[config.mk]
export PLATFORM = sky130hd
export DESIGN_NAME = zzcpu
export DESIGN_NICKNAME = d
export VERILOG_FILES = /design/src/rtl/cpu_pkg.sv /design/src/rtl/pipe_if.sv /design/src/rtl/exec_stage.sv /design/src/rtl/hazard_unit.sv /design/src/rtl/instr_decode.sv /design/src/rtl/mem_wb_stage.sv /design/src/rtl/reg_heap.sv /design/src/rtl/zzcpu.sv
export SDC_FILE = /design/constraint.sdc
export NUM_CORES = 2
export LEC_CHECK = 0
export ABC_AREA = 1
export BUFFER_PORTS_ARGS = -buffer_cell sky130_fd_sc_hd__buf_2
export CORE_ASPECT_RATIO = 0.7
export CORE_MARGIN = 5
export CORE_UTILIZATION = 55
export CTS_CLUSTER_SIZE = 30
export DETAILED_ROUTE_END_ITERATION = 6
export PLACE_DENSITY_LB_ADDON = 0.1
export SLEW_MARGIN = 25
export SYNTH_ARGS = -nofsm -noshare
export SYNTH_HDL_FRONTEND = slang
export SYNTH_MEMORY_MAX_BITS = 65536
export SYNTH_SLANG_ARGS = --single-unit
[constraint.sdc]
create_clock -name clk -period 12.1 [get_ports clk]
set_clock_uncertainty 0.05 [all_clocks]
set_input_delay 1.21 -clock clk [delete_from_list [all_inputs] [get_ports clk]]
set_output_delay 1.21 -clock clk [all_outputs]
set_load 0.01 [all_outputs]
[src/rtl/cpu_pkg.sv]
package cpu_pkg;

	//////////////////////////////
	// widths
	//////////////////////////////

	// machine word
	localparam int DATA_W = 16;
	// register index, eight registers
	localparam int REG_AW = 3;
	localparam int NUM_REGS = 8;
	// data ram address, low bits of the alu sum
	localparam int MEM_AW = 8;
	localparam int MEM_WORDS = 1 << MEM_AW;
	// opcode field in bits 15..11
	localparam int OP_W = 5;
	localparam int ALU_W = 3;

	//////////////////////////////
	// opcodes
	//////////////////////////////

	// rx = [10:8], ry = [7:5], rz = [4:2]
	// imm8 = [7:0], imm5 = [4:0] sign extended
	// unlisted codes decode as nop
	typedef enum logic [OP_W-1:0] {
		// no operation
		OP_NOP   = 5'd0,
		// rz = rx + ry
		OP_ADDU  = 5'd1,
		// rz = rx - ry
		OP_SUBU  = 5'd2,
		// rz = rx & ry
		OP_AND   = 5'd3,
		// rz = rx | ry
		OP_OR    = 5'd4,
		// rz = rx << ry[3:0]
		OP_SLL   = 5'd5,
		// rx = rx + sext(imm8)
		OP_ADDIU = 5'd6,
		// rx = zext(imm8)
		OP_LI    = 5'd7,
		// ry = mem[rx + sext(imm5)]
		OP_LW    = 5'd8,
		// mem[rx + sext(imm5)] = ry
		OP_SW    = 5'd9
	} op_e;

	//////////////////////////////
	// alu operations
	//////////////////////////////

	// passb just forwards operand b (li)
	typedef enum logic [ALU_W-1:0] {
		ALU_ADD   = 3'd0,
		ALU_SUB   = 3'd1,
		ALU_AND   = 3'd2,
		ALU_OR    = 3'd3,
		ALU_SLL   = 3'd4,
		ALU_PASSB = 3'd5
	} alu_op_e;

endpackage

[src/rtl/pipe_if.sv]
`timescale 1ns/1ps

// decoded bundle, decode -> execute, hazard unit listens
interface dec_if;
	import cpu_pkg::*;

	alu_op_e alu_op;
	// operand values, b may hold an immediate
	logic [DATA_W-1:0] opa;
	logic [DATA_W-1:0] opb;
	logic [REG_AW-1:0] src_a;
	logic [REG_AW-1:0] src_b;
	// operand really read from a register
	logic use_a;
	logic use_b;
	// sw data path
	logic [DATA_W-1:0] st_data;
	logic [REG_AW-1:0] st_src;
	logic [REG_AW-1:0] dst;
	logic regwrite;
	logic memread;
	logic memwrite;

	modport dec (output alu_op, opa, opb, src_a, src_b, use_a, use_b,
		st_data, st_src, dst, regwrite, memread, memwrite);
	modport ex (input alu_op, opa, opb, src_a, src_b, use_a, use_b,
		st_data, st_src, dst, regwrite, memread, memwrite);
	// memwrite marks st_src as a live source
	modport haz (input src_a, src_b, use_a, use_b, st_src, memwrite);
endinterface

// ex/mem bundle, execute -> memory
interface exmem_if;
	import cpu_pkg::*;

	logic [DATA_W-1:0] alu_res;
	logic [DATA_W-1:0] st_data;
	logic [REG_AW-1:0] dst;
	logic regwrite;
	logic memread;
	logic memwrite;

	modport master (output alu_res, st_data, dst, regwrite, memread, memwrite);
	modport slave (input alu_res, st_data, dst, regwrite, memread, memwrite);
endinterface

[src/rtl/exec_stage.sv]
`timescale 1ns/1ps

module exec_stage (
	input  logic                       clk,
	input  logic                       reset_i,
	dec_if.ex                          dec,
	input  logic                       stall_i,
	exmem_if.master                    exmem,
	input  logic                       wb_we_i,
	input  logic [cpu_pkg::REG_AW-1:0] wb_reg_i,
	input  logic [cpu_pkg::DATA_W-1:0] wb_data_i,
	output logic                       idex_memread_o,
	output logic [cpu_pkg::REG_AW-1:0] idex_regdst_o
);
	import cpu_pkg::*;

	// id/ex payload
	alu_op_e idex_alu_op;
	logic [DATA_W-1:0] idex_opa;
	logic [DATA_W-1:0] idex_opb;
	logic [DATA_W-1:0] idex_st_data;
	logic [REG_AW-1:0] idex_src_a;
	logic [REG_AW-1:0] idex_src_b;
	logic [REG_AW-1:0] idex_st_src;
	logic [REG_AW-1:0] idex_dst;
	logic idex_use_a;
	logic idex_use_b;
	// id/ex control
	logic idex_regwrite;
	logic idex_memread;
	logic idex_memwrite;
	// forwarded operands and alu out
	logic [DATA_W-1:0] op_a;
	logic [DATA_W-1:0] op_b;
	logic [DATA_W-1:0] st_val;
	logic [DATA_W-1:0] alu_res;

	//////////////////////////////
	// id/ex register
	//////////////////////////////

	// controls cleared on reset or stall, gives the bubble
	always_ff @(posedge clk) begin
		if (reset_i || stall_i) begin
			idex_regwrite <= 1'b0;
			idex_memread  <= 1'b0;
			idex_memwrite <= 1'b0;
		end else begin
			idex_regwrite <= dec.regwrite;
			idex_memread  <= dec.memread;
			idex_memwrite <= dec.memwrite;
		end
	end

	always_ff @(posedge clk) begin
		idex_alu_op  <= dec.alu_op;
		idex_opa     <= dec.opa;
		idex_opb     <= dec.opb;
		idex_st_data <= dec.st_data;
		idex_src_a   <= dec.src_a;
		idex_src_b   <= dec.src_b;
		idex_st_src  <= dec.st_src;
		idex_dst     <= dec.dst;
		idex_use_a   <= dec.use_a;
		idex_use_b   <= dec.use_b;
	end

	assign idex_memread_o = idex_memread;
	assign idex_regdst_o  = idex_dst;

	//////////////////////////////
	// forwarding
	//////////////////////////////

	// ex/mem first (not for loads), then mem/wb, else the register value
	function automatic logic [DATA_W-1:0] fwd(input logic en, input logic [REG_AW-1:0] src,
		input logic [DATA_W-1:0] val);
		logic [DATA_W-1:0] res;
		res = val;
		if (en && exmem.regwrite && !exmem.memread && exmem.dst == src)
			res = exmem.alu_res;
		else if (en && wb_we_i && wb_reg_i == src)
			res = wb_data_i;
		return res;
	endfunction

	always_comb begin
		// b holds an immediate when use_b is low
		op_a   = fwd(idex_use_a, idex_src_a, idex_opa);
		op_b   = fwd(idex_use_b, idex_src_b, idex_opb);
		st_val = fwd(idex_memwrite, idex_st_src, idex_st_data);
	end

	// alu
	always_comb begin
		case (idex_alu_op)
			ALU_ADD:   alu_res = op_a + op_b;
			ALU_SUB:   alu_res = op_a - op_b;
			ALU_AND:   alu_res = op_a & op_b;
			ALU_OR:    alu_res = op_a | op_b;
			// shift amount is the low four bits
			ALU_SLL:   alu_res = op_a << op_b[3:0];
			default:   alu_res = op_b;
		endcase
	end

	//////////////////////////////
	// ex/mem register
	//////////////////////////////

	always_ff @(posedge clk) begin
		if (reset_i) begin
			exmem.regwrite <= 1'b0;
			exmem.memread  <= 1'b0;
			exmem.memwrite <= 1'b0;
		end else begin
			exmem.regwrite <= idex_regwrite;
			exmem.memread  <= idex_memread;
			exmem.memwrite <= idex_memwrite;
		end
	end

	always_ff @(posedge clk) begin
		exmem.alu_res <= alu_res;
		exmem.st_data <= st_val;
		exmem.dst     <= idex_dst;
	end

	// decode never builds a load that also stores
	a_rd_wr_excl: assert property (@(posedge clk) disable iff (reset_i)
		!(idex_memread && idex_memwrite));

endmodule

[src/rtl/hazard_unit.sv]
`timescale 1ns/1ps

module hazard_unit (
	input  logic                       clk,
	input  logic                       reset_i,
	dec_if.haz                         dec,
	input  logic                       idex_memread_i,
	input  logic [cpu_pkg::REG_AW-1:0] idex_regdst_i,
	output logic                       stall_o
);
	import cpu_pkg::*;

	logic hit_a;
	logic hit_b;
	logic hit_st;

	//////////////////////////////
	// load-use compare
	//////////////////////////////

	// only sources the incoming instruction really reads
	assign hit_a  = dec.use_a && (dec.src_a == idex_regdst_i);
	assign hit_b  = dec.use_b && (dec.src_b == idex_regdst_i);
	// sw data comes from ry
	assign hit_st = dec.memwrite && (dec.st_src == idex_regdst_i);

	// load in id/ex can't forward from ex/mem yet, insert one bubble
	assign stall_o = idex_memread_i && (hit_a || hit_b || hit_st);

	// bubble pushes the load on to ex/mem, so a second stall is impossible
	a_one_cycle_stall: assert property (@(posedge clk) disable iff (reset_i)
		stall_o |=> !stall_o);

	// a load in id/ex always names a register of width REG_AW
	a_regdst_known: assert property (@(posedge clk) disable iff (reset_i)
		idex_memread_i |-> !$isunknown(idex_regdst_i));

endmodule

[src/rtl/instr_decode.sv]
`timescale 1ns/1ps

module instr_decode (
	input  logic                       clk,
	input  logic                       reset_i,
	input  logic [cpu_pkg::DATA_W-1:0] instr_i,
	output logic [cpu_pkg::REG_AW-1:0] rd_addr_a_o,
	output logic [cpu_pkg::REG_AW-1:0] rd_addr_b_o,
	input  logic [cpu_pkg::DATA_W-1:0] rd_data_a_i,
	input  logic [cpu_pkg::DATA_W-1:0] rd_data_b_i,
	dec_if.dec                         dec
);
	import cpu_pkg::*;

	op_e op;
	logic [REG_AW-1:0] rx;
	logic [REG_AW-1:0] ry;
	logic [REG_AW-1:0] rz;
	logic [DATA_W-1:0] imm8_s;
	logic [DATA_W-1:0] imm8_z;
	logic [DATA_W-1:0] imm5_s;

	// field split
	assign op = op_e'(instr_i[DATA_W-1 -: OP_W]);
	assign rx = instr_i[10:8];
	assign ry = instr_i[7:5];
	assign rz = instr_i[4:2];
	assign imm8_s = {{(DATA_W-8){instr_i[7]}}, instr_i[7:0]};
	assign imm8_z = {{(DATA_W-8){1'b0}}, instr_i[7:0]};
	assign imm5_s = {{(DATA_W-5){instr_i[4]}}, instr_i[4:0]};

	// port a always rx, port b always ry
	assign rd_addr_a_o = rx;
	assign rd_addr_b_o = ry;

	always_comb begin
		// defaults look like a nop
		dec.alu_op   = ALU_ADD;
		dec.opa      = rd_data_a_i;
		dec.opb      = rd_data_b_i;
		dec.src_a    = rx;
		dec.src_b    = ry;
		dec.use_a    = 1'b0;
		dec.use_b    = 1'b0;
		dec.st_data  = rd_data_b_i;
		dec.st_src   = ry;
		dec.dst      = rz;
		dec.regwrite = 1'b0;
		dec.memread  = 1'b0;
		dec.memwrite = 1'b0;
		case (op)
			OP_ADDU, OP_SUBU, OP_AND, OP_OR, OP_SLL: begin
				// three register form, rz destination
				dec.use_a    = 1'b1;
				dec.use_b    = 1'b1;
				dec.regwrite = 1'b1;
				case (op)
					OP_SUBU: dec.alu_op = ALU_SUB;
					OP_AND:  dec.alu_op = ALU_AND;
					OP_OR:   dec.alu_op = ALU_OR;
					OP_SLL:  dec.alu_op = ALU_SLL;
					default: dec.alu_op = ALU_ADD;
				endcase
			end
			OP_ADDIU: begin
				dec.use_a    = 1'b1;
				dec.opb      = imm8_s;
				dec.dst      = rx;
				dec.regwrite = 1'b1;
			end
			OP_LI: begin
				// no register source, never stalls
				dec.alu_op   = ALU_PASSB;
				dec.opb      = imm8_z;
				dec.dst      = rx;
				dec.regwrite = 1'b1;
			end
			OP_LW: begin
				dec.use_a    = 1'b1;
				dec.opb      = imm5_s;
				dec.dst      = ry;
				dec.regwrite = 1'b1;
				dec.memread  = 1'b1;
			end
			OP_SW: begin
				// address from rx, data from ry via st_data
				dec.use_a    = 1'b1;
				dec.opb      = imm5_s;
				dec.memwrite = 1'b1;
			end
			default: ;
		endcase
	end

	// opcode must be driven once out of reset
	a_op_known: assert property (@(posedge clk) disable iff (reset_i)
		!$isunknown(instr_i[DATA_W-1 -: OP_W]));

endmodule

[src/rtl/mem_wb_stage.sv]
`timescale 1ns/1ps

module mem_wb_stage (
	input  logic                       clk,
	input  logic                       reset_i,
	exmem_if.slave                     exmem,
	output logic                       wb_we_o,
	output logic [cpu_pkg::REG_AW-1:0] wb_reg_o,
	output logic [cpu_pkg::DATA_W-1:0] wb_data_o
);
	import cpu_pkg::*;

	logic [DATA_W-1:0] ram [MEM_WORDS];
	logic [MEM_AW-1:0] addr;
	logic [DATA_W-1:0] rd_word;
	// mem/wb register
	logic [DATA_W-1:0] memwb_alu;
	logic [DATA_W-1:0] memwb_ld_data;
	logic [REG_AW-1:0] memwb_dst;
	logic memwb_regwrite;
	logic memwb_load;

	//////////////////////////////
	// data ram
	//////////////////////////////

	// low address bits of the alu sum
	assign addr = exmem.alu_res[MEM_AW-1:0];
	// async read
	assign rd_word = ram[addr];

	// store lands at the clock edge
	always_ff @(posedge clk) begin
		if (exmem.memwrite) begin
			ram[addr] <= exmem.st_data;
		end
	end

	//////////////////////////////
	// mem/wb and writeback
	//////////////////////////////

	always_ff @(posedge clk) begin
		if (reset_i) begin
			memwb_regwrite <= 1'b0;
			memwb_load     <= 1'b0;
		end else begin
			memwb_regwrite <= exmem.regwrite;
			memwb_load     <= exmem.memread;
		end
	end

	always_ff @(posedge clk) begin
		memwb_alu     <= exmem.alu_res;
		memwb_ld_data <= rd_word;
		memwb_dst     <= exmem.dst;
	end

	// loaded word for lw, alu result otherwise
	assign wb_we_o   = memwb_regwrite;
	assign wb_reg_o  = memwb_dst;
	assign wb_data_o = memwb_load ? memwb_ld_data : memwb_alu;

	// a load always ends in a register write
	a_load_writes: assert property (@(posedge clk) disable iff (reset_i)
		memwb_load |-> memwb_regwrite);

endmodule

[src/rtl/reg_heap.sv]
`timescale 1ns/1ps

module reg_heap (
	input  logic                       clk,
	input  logic                       reset_i,
	input  logic [cpu_pkg::REG_AW-1:0] rd_addr_a_i,
	input  logic [cpu_pkg::REG_AW-1:0] rd_addr_b_i,
	output logic [cpu_pkg::DATA_W-1:0] rd_data_a_o,
	output logic [cpu_pkg::DATA_W-1:0] rd_data_b_o,
	input  logic                       we_i,
	input  logic [cpu_pkg::REG_AW-1:0] wr_addr_i,
	input  logic [cpu_pkg::DATA_W-1:0] wr_data_i
);
	import cpu_pkg::*;

	logic [DATA_W-1:0] regs [NUM_REGS];

	// all registers read 0 after reset
	always_ff @(posedge clk) begin
		if (reset_i) begin
			for (int i = 0; i < NUM_REGS; i++) begin
				regs[i] <= '0;
			end
		end else if (we_i) begin
			regs[wr_addr_i] <= wr_data_i;
		end
	end

	// write-through, a same-cycle read sees the value being written
	assign rd_data_a_o = (we_i && wr_addr_i == rd_addr_a_i) ? wr_data_i : regs[rd_addr_a_i];
	assign rd_data_b_o = (we_i && wr_addr_i == rd_addr_b_i) ? wr_data_i : regs[rd_addr_b_i];

	// writeback index from mem/wb must be clean
	a_wr_addr_known: assert property (@(posedge clk) disable iff (reset_i)
		we_i |-> !$isunknown(wr_addr_i));

endmodule

[src/rtl/zzcpu.sv]
`timescale 1ns/1ps

module zzcpu (
	input  logic                       clk,
	input  logic                       reset_i,
	input  logic [cpu_pkg::DATA_W-1:0] instr_i,
	output logic                       stall_o,
	output logic                       wb_we_o,
	output logic [cpu_pkg::REG_AW-1:0] wb_reg_o,
	output logic [cpu_pkg::DATA_W-1:0] wb_data_o
);
	import cpu_pkg::*;

	// register heap read side
	logic [REG_AW-1:0] rd_addr_a;
	logic [REG_AW-1:0] rd_addr_b;
	logic [DATA_W-1:0] rd_data_a;
	logic [DATA_W-1:0] rd_data_b;
	// pending load in id/ex, for the hazard check
	logic idex_memread;
	logic [REG_AW-1:0] idex_regdst;

	dec_if   dec_bus ();
	exmem_if exmem_bus ();

	//////////////////////////////
	// decode side
	//////////////////////////////

	// instruction comes straight from outside, no fetch
	instr_decode u_decode (
		.clk         (clk),
		.reset_i     (reset_i),
		.instr_i     (instr_i),
		.rd_addr_a_o (rd_addr_a),
		.rd_addr_b_o (rd_addr_b),
		.rd_data_a_i (rd_data_a),
		.rd_data_b_i (rd_data_b),
		.dec         (dec_bus.dec)
	);

	// written from the writeback outputs
	reg_heap u_regs (
		.clk         (clk),
		.reset_i     (reset_i),
		.rd_addr_a_i (rd_addr_a),
		.rd_addr_b_i (rd_addr_b),
		.rd_data_a_o (rd_data_a),
		.rd_data_b_o (rd_data_b),
		.we_i        (wb_we_o),
		.wr_addr_i   (wb_reg_o),
		.wr_data_i   (wb_data_o)
	);

	hazard_unit u_hazard (
		.clk            (clk),
		.reset_i        (reset_i),
		.dec            (dec_bus.haz),
		.idex_memread_i (idex_memread),
		.idex_regdst_i  (idex_regdst),
		.stall_o        (stall_o)
	);

	//////////////////////////////
	// back end
	//////////////////////////////

	exec_stage u_exec (
		.clk            (clk),
		.reset_i        (reset_i),
		.dec            (dec_bus.ex),
		.stall_i        (stall_o),
		.exmem          (exmem_bus.master),
		.wb_we_i        (wb_we_o),
		.wb_reg_i       (wb_reg_o),
		.wb_data_i      (wb_data_o),
		.idex_memread_o (idex_memread),
		.idex_regdst_o  (idex_regdst)
	);

	mem_wb_stage u_memwb (
		.clk       (clk),
		.reset_i   (reset_i),
		.exmem     (exmem_bus.slave),
		.wb_we_o   (wb_we_o),
		.wb_reg_o  (wb_reg_o),
		.wb_data_o (wb_data_o)
	);

endmodule

==> impl_metrics.toml <==
[logic_synthesis]
yosysUniqueCellTypes = 57
synthesis.area_sq_um = 166000
syn_inst = 11000
yosys.area.top_type = "edfxtp_1"
yosysSeqAreaShare_pct = 77.9
async_flop_share_pct = 0
synth_top_area_share_pct = 76.2
synth-edff-count = 4224
ys.flop_type = "edfxtp_1"
synth_seq_cells = 4364
syn_area_per_cell_sq_um = 15.1
ys_top_cells_by_area = "edfxtp_1, a22oi_1, nand2_1"
syn-num-nets = 11000
synth_warnings = 0

[hold_path]
min_to = "u_memwb.memwb_alu[11]"
min_from = "u_exec.exmem.alu_res[11]"
hp-class = "reg -> reg"
whs_path_depth = 0

[layout]
fin_area_sq_um = 186000
fin_util_pct = 61.5
drive_gt1_share_pct = 10.8
fin_nets = 11200
area_delta_synth_final_pct = 11.6

[setup_path]
required_ps = 12910
timing.rr.start = "u_exec.exmem.alu_res[1]"
crit_slowest_cell = "o21ai_0"
r2r_slack_ps = 6510
max_stage_delay_ps = 900
crit_type = "reg -> reg"
end_kind = "register"
cp_cell_sequence = "nand2_4 -> inv_16 -> buf_4 -> buf_12 -> buf_12 -> a22oi_1 -> a21oi_1 -> nor4_1 -> o21ai_0 -> o21ai_0 -> nand4_1"
path_max_fanout = 120
arrival_ps = 6400
rr_worst_depth = 11
critPathLaunchType = "register"
r2r_end = "u_memwb.memwb_ld_data[5]"

[detailed_routing]
vias_per_cell = 6.76
dr.pass1.iters = 6
antenna_left = 0
drt_iter0_drc = 17300
num_vias = 105000
drt-total-wl_microns = 528000
drc = 0
wl_per_cell_microns = 34.1

[power]
p_sw_uw = 14100
combPwrFrac_pct = 26.7
swShare_pct = 34.8
p_leak_uw = 0.0603
total_power_uw = 40700
pwr-share-clk_pct = 30.9
p_seq_share_pct = 42.4
peakVddDrop_mv = 0.179
cellPowerDensity_nw_per_um2 = 219
p_int_uw = 26500

[timing]
rsz0062_at_grt = "no"
hold_viol_final = 0
worst_hold_slack_ps = 325
fin_setup_tns_ps = 0
max_freq_ghz = 0.179
timing.final.crit_share_pct = 46.2
slew_viol_final = 0
tightest_slew_ps = 1270
min_period_ps = 5590
maxSlewHeadroom_pct = 15.4
finalSetupViolations = 0

[floorplan]
coreArea_sq_um = 302000
die_area_sq_um = 314000
die_w_microns = 667
rows = 169
initial_utilization_pct = 55.1
io_pins = 39
die_h_microns = 470

[cts]
cts_resized = 0
clk_pin_slew_ps = 70
post_cts_buffers = 0
cts.path.max_buffers = 4
cts-root-buf = "clkbuf_16"
cts_tree = "built"
clock_latency_ps = 960
cts.sink_count = 4364
h-tree-depth = 5
numCtsBuffers = 403
cts_hold_buffers = 0

[global_route]
grt_pass1_vias = 97200
track_usage_pct = 32.8
grt_max_degree = 201
antenna_found_initial = 32
overflow = 0
grt_pass1_wl_microns = 740000

[placement]
routabilityCongestion = 0.905
dp_hpwl_microns = 305000
port_buffers = 38
dpl_cell_area_sq_um = 173000

[job]
cap_violations = 0

[outcome]
status = "finished, final reports clean"
[how the worst max path moves through the flow]
stage	startpoint	endpoint	slack (ps)	cells past startpoint
2_1_floorplan	u_exec.exmem.st_data[0]	u_memwb.ram[0][0]	7820	0
3_3_place_gp	u_exec.exmem.alu_res[2]	u_memwb.memwb_ld_data[11]	6420	10
3_5_place_dp	u_exec.exmem.alu_res[1]	u_memwb.memwb_ld_data[5]	6810	11
4_1_cts	u_exec.exmem.alu_res[1]	u_memwb.memwb_ld_data[5]	6760	11
5_1_grt	u_memwb.memwb_load	u_exec.exmem.alu_res[8]	6430	20
6_report	u_exec.exmem.alu_res[1]	u_memwb.memwb_ld_data[5]	6510	11
[worst max-delay path, delay by kind of cell, from the launching register on]
| family | cells | cell delay [ps] |
|---|---|---|
| buffers and inverters | 4 | 2000 |
| AO/OA/AOI/OAI | 4 | 1940 |
| AND/OR/NAND/NOR | 3 | 580 |
| flip-flops | 1 | 610 |
[routing by layer]
metal	GRT usage, %	vias to the layer above	part of all wire (%)	wire length, microns
met2	45.4	7150	42	224000
met5	0	-	0.057	299
li1	-	43400	-	-
met3	9.12	853	13	71100
met1	50.8	53200	41	216000
met4	10.1	20	3.2	17100
[cells in the final DEF, fill, tap and decap left out, types with 102 or more instances in the layout]
cell,n
a21oi_1,803
buf_4,402
nand4_1,102
dfxtp_1,124
a22oi_1,2075
clkbuf_16,414
inv_1,225
edfxtp_1,4224
nand2_1,1162
nor2_1,473
o21ai_0,234
nand3_1,155
[state kept, by name (all words and copies together), names as in the netlist, 3 cells and up]
| register | count |
|---|---|
| u_exec.idex_src_a | 3 |
| u_memwb.memwb_ld_data | 16 |
| u_exec.exmem.alu_res | 16 |
| u_exec.idex_opb | 16 |
| u_exec.exmem.dst | 3 |
| u_memwb.ram | 4096 |
| u_exec.exmem.st_data | 16 |
| u_memwb.wb_reg_o | 3 |
| u_exec.idex_src_b | 3 |
| u_exec.idex_alu_op | 3 |
| u_exec.idex_st_data | 16 |
| u_regs.regs | 128 |
| u_memwb.memwb_alu | 16 |
| u_exec.idex_regdst_o | 3 |
| u_exec.idex_opa | 16 |
[cells in the mapped netlist, drive strengths merged, types with 84 or more instances]
cell type / count
nor4: 84
dfxtp: 140
nand3: 171
inv: 254
nand4: 102
a22oi: 2075
a21oi: 804
nor2: 543
edfxtp: 4224
o211ai: 90
nand2: 1188
clkbuf: 339
buf: 397
o21ai: 279
[cell type report]
class                           instances  area (sq um)
Clock buffer                          507         10700
Antenna cell                            6          15.0
Fill cell                           22200        116000
Tap cell                             4018          5030
Sequential cell                      4364        130000
Inverter                              260          1030
Clock inverter                        219          2060
Multi-Input combinational cell       5634         33200
Timing Repair Buffer                  475          3950
[power by group through the flow]
| stage | Clock (uW) | Combinational (uW) | Sequential, uW |
|---|---|---|---|
| floorplan | 0 | 5320 | 17600 |
| global placement | 0 | 10400 | 17600 |
| detailed placement | 0 | 10500 | 17600 |
| CTS | 12700 | 10500 | 17300 |
| global route | 13300 | 11200 | 17300 |
| finish | 12600 | 10900 | 17300 |
[metrics by stage]
stage | setup slack (ps) | cells
2_1_floorplan | 7820 | 11000
5_1_grt | 6430 | 15500
3_5_place_dp | 6810 | 14700
6_report | 6510 | 15500
4_1_cts | 6760 | 15500
3_3_place_gp | 6420 | 14700
[kinds of logic after synthesis]
| kind of cell | Yosys count | synth area share [%] |
|---|---|---|
| flops | 4364 | 77.9 |
| compound gates | 3379 | 13.6 |
| simple gates | 2207 | 5.63 |
| buf+inv | 996 | 2.52 |
| xor+xnor | 29 | 0.164 |
| fa+ha+maj | 19 | 0.147 |
(Power assumes the default switching activity.)
